[src/cpuFrontPkg.sv]
package cpuFrontPkg;

    // Word, address and immediate width
    localparam int dataWidth = 16;

    // Queue sizing, depth must be a power of two
    localparam int queueDepth = 4;
    localparam int queuePtrWidth = $clog2(queueDepth);
    localparam int queueCountWidth = $clog2(queueDepth + 1);

    // Bit positions in the one-hot unit enable
    localparam int fuAlu0Bit = 0;
    localparam int fuAlu1Bit = 1;
    localparam int fuComplexBit = 2;
    localparam int fuMemoryBit = 3;
    localparam int fuBranchBit = 4;

    // Writeback source codes, 3 is reserved
    localparam logic [1:0] wbAlu0 = 2'd0;
    localparam logic [1:0] wbAlu1 = 2'd1;
    localparam logic [1:0] wbPcPlusOne = 2'd2;

    // One instruction word seen through its two field layouts
    typedef union packed {
        struct packed {
            logic [3:0] major;
            logic [3:0] regA;
            logic [3:0] minor;
            logic [3:0] regB;
        } regForm;
        struct packed {
            logic [3:0] major;
            logic [1:0] regAUpper;
            logic [9:0] immField;
        } immForm;
    } instrWord_u;

endpackage

[src/instructionDecoder.sv]
`timescale 1ns/1ns

module instructionDecoder
    import cpuFrontPkg::*;
(
    input  instrWord_u           instruction,
    input  logic                 instructionValid,
    output logic                 tagRequest,
    output logic [4:0]           unitEnable,
    output logic [1:0]           writebackSource,
    output logic [3:0]           minorOpcode,
    output logic                 immediateEn,
    output logic                 upperImmediateEn,
    output logic [dataWidth-1:0] immediate,
    output logic                 regAReadEn,
    output logic                 regAWriteEn,
    output logic [3:0]           regAAddr,
    output logic                 regBReadEn,
    output logic [3:0]           regBAddr,
    output logic                 branchStall,
    output logic                 decodeValid
);

    logic [3:0]           major;
    logic [7:0]           lowByte;
    logic                 jumpAndLink;
    logic [3:0]           selRegA;
    logic [dataWidth-1:0] selImmediate;

    assign major = instruction.regForm.major;
    assign lowByte = {instruction.regForm.minor, instruction.regForm.regB};
    assign jumpAndLink = (major == 4'd8) || (major == 4'd9);

    // Link register is 15, upper forms only name every fourth register
    always_comb begin
        if (jumpAndLink) begin
            selRegA = 4'hf;
        end else if (major[3] && major[0]) begin
            selRegA = {instruction.immForm.regAUpper, 2'b00};
        end else begin
            selRegA = instruction.regForm.regA;
        end
    end

    always_comb begin
        case (major[1:0])
            2'd0: selImmediate = {{(dataWidth - 8){1'b0}}, lowByte};
            2'd1: selImmediate = {{(dataWidth - 10){1'b0}}, instruction.immForm.immField};
            2'd2: selImmediate = {lowByte, {(dataWidth - 8){1'b0}}};
            default: selImmediate = {{(dataWidth - 10){1'b1}}, instruction.immForm.immField};
        endcase
    end

    always_comb begin
        tagRequest = 1'b0;
        unitEnable = '0;
        writebackSource = wbAlu0;
        immediateEn = 1'b0;
        upperImmediateEn = 1'b0;
        regAReadEn = 1'b0;
        regAWriteEn = 1'b0;
        regBReadEn = 1'b0;
        decodeValid = instructionValid;
        case (major)
            4'd0, 4'd1: begin
                unitEnable[major[0] ? fuAlu1Bit : fuAlu0Bit] = 1'b1;
                writebackSource = major[0] ? wbAlu1 : wbAlu0;
                regAReadEn = 1'b1;
                regAWriteEn = 1'b1;
                regBReadEn = 1'b1;
            end
            4'd2, 4'd3: begin
                unitEnable[major[0] ? fuMemoryBit : fuComplexBit] = 1'b1;
                tagRequest = 1'b1;
                regAReadEn = 1'b1;
                regBReadEn = 1'b1;
            end
            4'd8, 4'd9, 4'd10, 4'd11: begin
                unitEnable[fuBranchBit] = 1'b1;
                // Odd opcodes take the immediate, 8 and 9 also link
                immediateEn = major[0];
                regBReadEn = (major == 4'd8);
                if (jumpAndLink) begin
                    writebackSource = wbPcPlusOne;
                    regAWriteEn = 1'b1;
                end
            end
            4'd12, 4'd13, 4'd14, 4'd15: begin
                immediateEn = 1'b1;
                upperImmediateEn = (major == 4'd14);
                regAReadEn = 1'b1;
                regAWriteEn = 1'b1;
            end
            default: decodeValid = 1'b0;
        endcase
        if (!decodeValid) begin
            tagRequest = 1'b0;
            unitEnable = '0;
            writebackSource = wbAlu0;
            immediateEn = 1'b0;
            upperImmediateEn = 1'b0;
            regAReadEn = 1'b0;
            regAWriteEn = 1'b0;
            regBReadEn = 1'b0;
        end
    end

    assign regAAddr = decodeValid ? selRegA : 4'd0;
    assign regBAddr = decodeValid ? instruction.regForm.regB : 4'd0;
    assign minorOpcode = decodeValid ? instruction.regForm.minor : 4'd0;
    assign immediate = decodeValid ? selImmediate : '0;
    assign branchStall = decodeValid && (major[3:2] == 2'b10) && (selRegA != 4'd0);

endmodule

[src/instrFetch.sv]
`timescale 1ns/1ns

module instrFetch
    import cpuFrontPkg::*;
(
    input  logic                 clk,
    input  logic                 reset,
    input  logic                 memAck,
    input  logic [dataWidth-1:0] memData,
    input  logic                 queueFull,
    input  logic                 fetchHold,
    input  logic                 branchResolve,
    input  logic [dataWidth-1:0] branchTarget,
    output logic                 memReq,
    output logic [dataWidth-1:0] memAddr,
    output logic                 pushEn,
    output logic [dataWidth-1:0] pushWord,
    output logic [dataWidth-1:0] pushPc
);

    logic [dataWidth-1:0] pc;
    logic                 cancelled;
    logic                 startReq;

    // New request only once the last ack is gone and the last push has landed
    assign startReq = !memReq && !memAck && !pushEn && !queueFull && !fetchHold
                      && !branchResolve;

    // memReq doubles as the state: low is idle, high is waiting for ack
    always_ff @(posedge clk) begin
        if (reset) begin
            memReq <= 1'b0;
            memAddr <= '0;
            pc <= '0;
            pushEn <= 1'b0;
            cancelled <= 1'b0;
        end else begin
            pushEn <= 1'b0;
            if (startReq) begin
                memReq <= 1'b1;
                memAddr <= pc;
                cancelled <= 1'b0;
            end else if (memReq && memAck) begin
                memReq <= 1'b0;
                pushEn <= !cancelled && !branchResolve;
                // A cancelled word already had its pc replaced by the target
                if (!cancelled) begin
                    pc <= pc + 1'b1;
                end
            end else if (memReq && branchResolve) begin
                cancelled <= 1'b1;
            end
            // Redirect wins over the increment
            if (branchResolve) begin
                pc <= branchTarget;
            end
        end
    end

    always_ff @(posedge clk) begin
        if (memReq && memAck) begin
            pushWord <= memData;
            pushPc <= memAddr;
        end
    end

endmodule

[src/instrQueue.sv]
`timescale 1ns/1ns

module instrQueue
    import cpuFrontPkg::*;
(
    input  logic                 clk,
    input  logic                 reset,
    input  logic                 pushEn,
    input  logic [dataWidth-1:0] pushWord,
    input  logic [dataWidth-1:0] pushPc,
    input  logic                 popEn,
    input  logic                 flush,
    output logic                 queueFull,
    output logic                 queueEmpty,
    output logic [dataWidth-1:0] headWord,
    output logic [dataWidth-1:0] headPc
);

    logic [dataWidth-1:0]       wordMem [queueDepth];
    logic [dataWidth-1:0]       pcMem [queueDepth];
    logic [queuePtrWidth-1:0]   rdPtr;
    logic [queuePtrWidth-1:0]   wrPtr;
    logic [queueCountWidth-1:0] count;
    logic                       doPush;
    logic                       doPop;

    assign queueFull = (count == queueCountWidth'(queueDepth));
    assign queueEmpty = (count == '0);
    assign doPush = pushEn && !queueFull;
    assign doPop = popEn && !queueEmpty;

    // Head is read straight from storage
    assign headWord = wordMem[rdPtr];
    assign headPc = pcMem[rdPtr];

    always_ff @(posedge clk) begin
        if (reset || flush) begin
            rdPtr <= '0;
            wrPtr <= '0;
            count <= '0;
        end else begin
            // Pointers wrap naturally at a power-of-two depth
            if (doPush) begin
                wrPtr <= wrPtr + 1'b1;
            end
            if (doPop) begin
                rdPtr <= rdPtr + 1'b1;
            end
            case ({doPush, doPop})
                2'b10: count <= count + 1'b1;
                2'b01: count <= count - 1'b1;
                default: count <= count;
            endcase
        end
    end

    always_ff @(posedge clk) begin
        if (doPush && !flush) begin
            wordMem[wrPtr] <= pushWord;
            pcMem[wrPtr] <= pushPc;
        end
    end

endmodule

[src/decodeDispatch.sv]
`timescale 1ns/1ns

module decodeDispatch
    import cpuFrontPkg::*;
(
    input  logic                 clk,
    input  logic                 reset,
    input  logic                 queueEmpty,
    input  logic [dataWidth-1:0] headWord,
    input  logic [dataWidth-1:0] headPc,
    input  logic                 issueAck,
    input  logic                 branchResolve,
    output logic                 popEn,
    output logic                 fetchHold,
    output logic                 issueReq,
    output logic [dataWidth-1:0] issuePc,
    output logic                 tagRequest,
    output logic [4:0]           unitEnable,
    output logic [1:0]           writebackSource,
    output logic [3:0]           minorOpcode,
    output logic                 immediateEn,
    output logic                 upperImmediateEn,
    output logic [dataWidth-1:0] immediate,
    output logic                 regAReadEn,
    output logic                 regAWriteEn,
    output logic [3:0]           regAAddr,
    output logic                 regBReadEn,
    output logic [3:0]           regBAddr
);

    logic                 decTagRequest;
    logic [4:0]           decUnitEnable;
    logic [1:0]           decWritebackSource;
    logic [3:0]           decMinorOpcode;
    logic                 decImmediateEn;
    logic                 decUpperImmediateEn;
    logic [dataWidth-1:0] decImmediate;
    logic                 decRegAReadEn;
    logic                 decRegAWriteEn;
    logic [3:0]           decRegAAddr;
    logic                 decRegBReadEn;
    logic [3:0]           decRegBAddr;
    logic                 decBranchStall;
    logic                 decValid;
    logic                 accept;

    instructionDecoder i_decoder (
        .instruction      (headWord),
        .instructionValid (!queueEmpty),
        .tagRequest       (decTagRequest),
        .unitEnable       (decUnitEnable),
        .writebackSource  (decWritebackSource),
        .minorOpcode      (decMinorOpcode),
        .immediateEn      (decImmediateEn),
        .upperImmediateEn (decUpperImmediateEn),
        .immediate        (decImmediate),
        .regAReadEn       (decRegAReadEn),
        .regAWriteEn      (decRegAWriteEn),
        .regAAddr         (decRegAAddr),
        .regBReadEn       (decRegBReadEn),
        .regBAddr         (decRegBAddr),
        .branchStall      (decBranchStall),
        .decodeValid      (decValid)
    );

    // Idle means no request out and the previous ack already gone
    assign popEn = !queueEmpty && !issueReq && !issueAck && !fetchHold && !branchResolve;
    // Invalid words are popped but never accepted
    assign accept = popEn && decValid;

    always_ff @(posedge clk) begin
        if (reset) begin
            issueReq <= 1'b0;
            fetchHold <= 1'b0;
        end else begin
            if (accept) begin
                issueReq <= 1'b1;
            end else if (issueReq && issueAck) begin
                issueReq <= 1'b0;
            end
            if (branchResolve) begin
                fetchHold <= 1'b0;
            end else if (accept && decBranchStall) begin
                fetchHold <= 1'b1;
            end
        end
    end

    // Issue fields held stable for the whole handshake
    always_ff @(posedge clk) begin
        if (accept) begin
            issuePc <= headPc;
            tagRequest <= decTagRequest;
            unitEnable <= decUnitEnable;
            writebackSource <= decWritebackSource;
            minorOpcode <= decMinorOpcode;
            immediateEn <= decImmediateEn;
            upperImmediateEn <= decUpperImmediateEn;
            immediate <= decImmediate;
            regAReadEn <= decRegAReadEn;
            regAWriteEn <= decRegAWriteEn;
            regAAddr <= decRegAAddr;
            regBReadEn <= decRegBReadEn;
            regBAddr <= decRegBAddr;
        end
    end

endmodule

[src/decodeFrontEnd.sv]
`timescale 1ns/1ns

module decodeFrontEnd
    import cpuFrontPkg::*;
(
    input  logic                 clk,
    input  logic                 reset,
    output logic                 memReq,
    output logic [dataWidth-1:0] memAddr,
    input  logic [dataWidth-1:0] memData,
    input  logic                 memAck,
    output logic                 issueReq,
    input  logic                 issueAck,
    output logic [dataWidth-1:0] issuePc,
    output logic                 tagRequest,
    output logic [4:0]           unitEnable,
    output logic [1:0]           writebackSource,
    output logic [3:0]           minorOpcode,
    output logic                 immediateEn,
    output logic                 upperImmediateEn,
    output logic [dataWidth-1:0] immediate,
    output logic                 regAReadEn,
    output logic                 regAWriteEn,
    output logic [3:0]           regAAddr,
    output logic                 regBReadEn,
    output logic [3:0]           regBAddr,
    input  logic                 branchResolve,
    input  logic [dataWidth-1:0] branchTarget
);

    // Fetch to queue
    logic                 pushEn;
    logic [dataWidth-1:0] pushWord;
    logic [dataWidth-1:0] pushPc;
    logic                 queueFull;

    // Queue to dispatch
    logic                 queueEmpty;
    logic [dataWidth-1:0] headWord;
    logic [dataWidth-1:0] headPc;
    logic                 popEn;
    logic                 fetchHold;

    instrFetch i_fetch (.*);

    // A resolved branch flushes everything queued behind it
    instrQueue i_queue (
        .*,
        .flush (branchResolve)
    );

    decodeDispatch i_dispatch (.*);

endmodule

[config.mk]
export PLATFORM = sky130hd
export DESIGN_NAME = decodeFrontEnd
export DESIGN_NICKNAME = d
export VERILOG_FILES = /design/src/cpuFrontPkg.sv /design/src/instructionDecoder.sv /design/src/instrFetch.sv /design/src/instrQueue.sv /design/src/decodeDispatch.sv /design/src/decodeFrontEnd.sv
export SDC_FILE = /design/constraint.sdc
export NUM_CORES = 1
export LEC_CHECK = 0
export ABC_AREA = 1
export BUFFER_PORTS_ARGS = -buffer_cell sky130_fd_sc_hd__buf_2
export CAP_MARGIN = 20
export CORE_MARGIN = 2
export CORE_UTILIZATION = 45
export DETAILED_ROUTE_END_ITERATION = 10
export GPL_ROUTABILITY_DRIVEN = 1
export SLEW_MARGIN = 10
export SYNTH_ARGS = -nofsm -noshare
export SYNTH_HDL_FRONTEND = slang
export SYNTH_SLANG_ARGS = --single-unit
[constraint.sdc]
create_clock -name clk -period 6.6 [get_ports clk]
set_input_delay 1.32 -clock clk [delete_from_list [all_inputs] [get_ports clk]]
set_output_delay 1.32 -clock clk [all_outputs]
set_load 0.01 [all_outputs]
==> results.json <==
{
  "critPathTopFamily": "buffers and inverters",
  "max_stage_delay_ns": 0.39,
  "clock_latency_ns": 0.53,
  "cp-end-kind": "flip-flop",
  "critPathSlowestCell": "fa_1",
  "synthArstFlopShare_pct": 0,
  "slew_viol_final": 0,
  "cts_root_buffer": "clkbuf_16",
  "via_count": 6225,
  "yosysSeqAreaShare_pct": 72.99,
  "gp_congestion": 0.8608,
  "yosysWarnings": 0,
  "row_count": 55,
  "period_share_pct": 44.36,
  "worstMarginPinSlew_ns": 1.021,
  "insertedDiodeCount": 0,
  "p_leak_nw": 4.283,
  "hold_viol": 0,
  "avgSynthCellArea_sq_um": 12.64,
  "port_buffers": 111,
  "start_util_pct": 45.42,
  "timing.fmax_mhz": 341.6,
  "multi_input_area_sq_um": 2342,
  "gr-max-usage-layer": "met2",
  "use_met3_pct": 2.914,
  "grt_pass1_wl_mm": 31.73,
  "groute.usage.overall_pct": 16.99,
  "synth_xor_area_share_pct": 0.08595,
  "die_w_um": 154.5,
  "yosys.area_share.adder_pct": 0.9332,
  "crit_buf_inv": 4,
  "power_density_nw_per_um2": 301.4,
  "ys_types": 42,
  "path_clk_slew_ns": 0.06,
  "wl_per_cell_um": 16.45,
  "path_class": "in -> reg",
  "core_sq_um": 22430,
  "drt_pass1_iterations": 5,
  "rsz0062_at_grt": "no",
  "die_h_um": 154.5,
  "min_period_ns": 2.927,
  "clkSinkCount": 263,
  "syn_area_sq_um": 10190,
  "setup_tns_ns": 0,
  "grtUsageMet1_pct": 25.47,
  "status": "finished clean",
  "drt-total-wl_mm": 20.23,
  "ys.flop_type": "edfxtp_1",
  "ios": 112,
  "final_common_cell": "edfxtp_1",
  "synthesis.nets": 850,
  "netlist_instances": 806,
  "finClkSkew_ns": 0.01601,
  "drtIter0Drc": 410,
  "gr-total-overflow": 0,
  "setup_viol": 0,
  "synth-simple-area-share_pct": 12.84,
  "final_nets": 967,
  "cap_violations": 0,
  "ir_drop_mv": 0.1652,
  "final-seq-area_sq_um": 7437,
  "postCtsSetupBuffers": 0,
  "groute.layer.met2.usage_pct": 26.04,
  "hold_buffers": 0,
  "cts_buffers": 28,
  "ctsResizeCount": 0,
  "hpwl_mm": 12.73,
  "cts_tree": "built",
  "viasPerCell": 5.061,
  "critPathRequiredTime_ns": 7.02,
  "synth_compound_area_share_pct": 9.025,
  "synth_seq_cells": 263,
  "drcViolationCount": 0,
  "cp_cell_sequence": "buf_2 > inv_2 > nand4_1 > inv_1 > ha_1 > inv_1 > fa_1 > a21oi_1 > o21ai_0 > o21ai_0 > a21oi_1",
  "final_cell_mix": "edfxtp_1 (217), buf_2 (111), nand2_1 (109)",
  "grt_start_max_net_pins": 58,
  "cp.arrival_ns": 3.34,
  "fill_cells": 1902,
  "dieArea_sq_um": 23860,
  "htreeDepth": 1,
  "cp_max_fo": 30,
  "antenna_found_initial": 0,
  "finalPower_w": 0.003620,
  "hp-class": "reg -> reg",
  "clk_path_buf_depth": 3,
  "synth_edf_count": 217,
  "maxSlewHeadroom_pct": 31.85,
  "layout-drive-gt1-share_pct": 22.22,
  "syn_to_final_growth_pct": 17.90,
  "synthMuxAreaShare_pct": 0,
  "grt_pass1_vias": 5828,
  "synth_top_family_by_area": "simple AND/OR/NAND/NOR gates",
  "ant_nets": 0,
  "start_kind": "input pin"
}
-- stage by stage --
step / hold WS [ns] / instances / instance area (sq um) / worst slack [ns] / utilization [%]
finish: 0.4654 / 1230 / 12010 / 3.673 / 53.55
global route: 0.4781 / 1230 / 12010 / 3.480 / 53.55
CTS: 0.4698 / 1230 / 12010 / 3.692 / 53.55
detailed placement: 0.4475 / 1178 / 10970 / 3.139 / 48.91
global placement: 0.4443 / 1178 / 10970 / 3.213 / 48.91
floorplan: 0.4438 / 806 / 10190 / 2.880 / -
-- metal layers --
metal	part of all wire (%)	up-vias
met5	0	-
met4	1.5	0
met3	6.0	22
met2	45	181
met1	47	2912
li1	-	3110
-- power breakdown --
| part | switching, W | internal [W] | total [W] |
|---|---|---|---|
| clock | 0.000618 | 0.00110 | 0.00172 |
| combinational | 0.0000495 | 0.0000282 | 0.0000777 |
| sequential | 0.0000212 | 0.00180 | 0.00182 |
-- final cells by class --
class / instances / share of cell area, %
Timing Repair Buffer: 119 / 5.124
Sequential cell: 263 / 61.90
Multi-Input combinational cell: 453 / 19.50
Tap cell: 285 / 2.968
Clock inverter: 16 / 2.250
Clock buffer: 36 / 6.426
Inverter: 58 / 1.833
-- final timing paths --
check,start,endpoint,slack [ns],depth (start not counted)
setup / recovery,branchResolve,i_queue.count[2],3.67,11
hold / removal,i_fetch.memAddr[10],i_fetch.pushPc[10],0.47,0
setup reg to reg,flip-flop,i_dispatch.unitEnable[2],3.75,11
hold reg to reg,i_fetch.memAddr[10],i_fetch.pushPc[10],0.47,0
-- sequential cells by signal (all words and copies together), names as in the netlist, 5 cells and up, named ones only --
signal and flops:
i_dispatch.immediate 16, i_dispatch.issuePc 16, i_dispatch.unitEnable 5, i_fetch.memAddr 16, i_fetch.pc 16, i_fetch.pushPc 16, i_fetch.pushWord 16, i_queue.pcMem 64
i_queue.wordMem 64
-- synthesized netlist by cell type, drive strengths merged, types with 2 or more instances --
cell type / n / area, sq um
dfxtp: 46 / 920.9
nor3: 21 / 150.2
a21oi: 52 / 271.5
a32o: 6 / 60.06
inv: 57 / 216.5
o211ai: 4 / 30.03
edfxtp: 217 / 6516
o22ai: 18 / 112.6
o21ai: 75 / 375.4
nand4: 9 / 56.30
clkbuf: 12 / 50.05
buf: 20 / 150.1
a221oi: 2 / 17.52
nand3: 26 / 162.7
a31oi: 2 / 12.51
a211oi: 3 / 22.52
ha: 6 / 75.07
nand2: 121 / 519.3
nor2: 102 / 406.6
-- worst reg2reg max path, stage by stage, from the launching register on --
cell	delay (ns)
dfxtp_1	0.30
buf_4	0.23
inv_2	0.51
nand2_1	0.11
nand2_1	0.08
nand2_1	0.08
nand2_4	0.15
nand2_1	0.12
nand2_4	0.13
nand2_1	0.11
inv_2	0.05
buf_4	0.58
-- kinds of logic (layout without fill, tap and decap cells) --
group           Yosys count  in the layout
compound gates          164            164
buf+inv                  90            229
fa+ha+maj                 7              7
flops                   263            263
xor+xnor                  1              1
simple gates            281            281
Power figures use the tool's default switching activity.
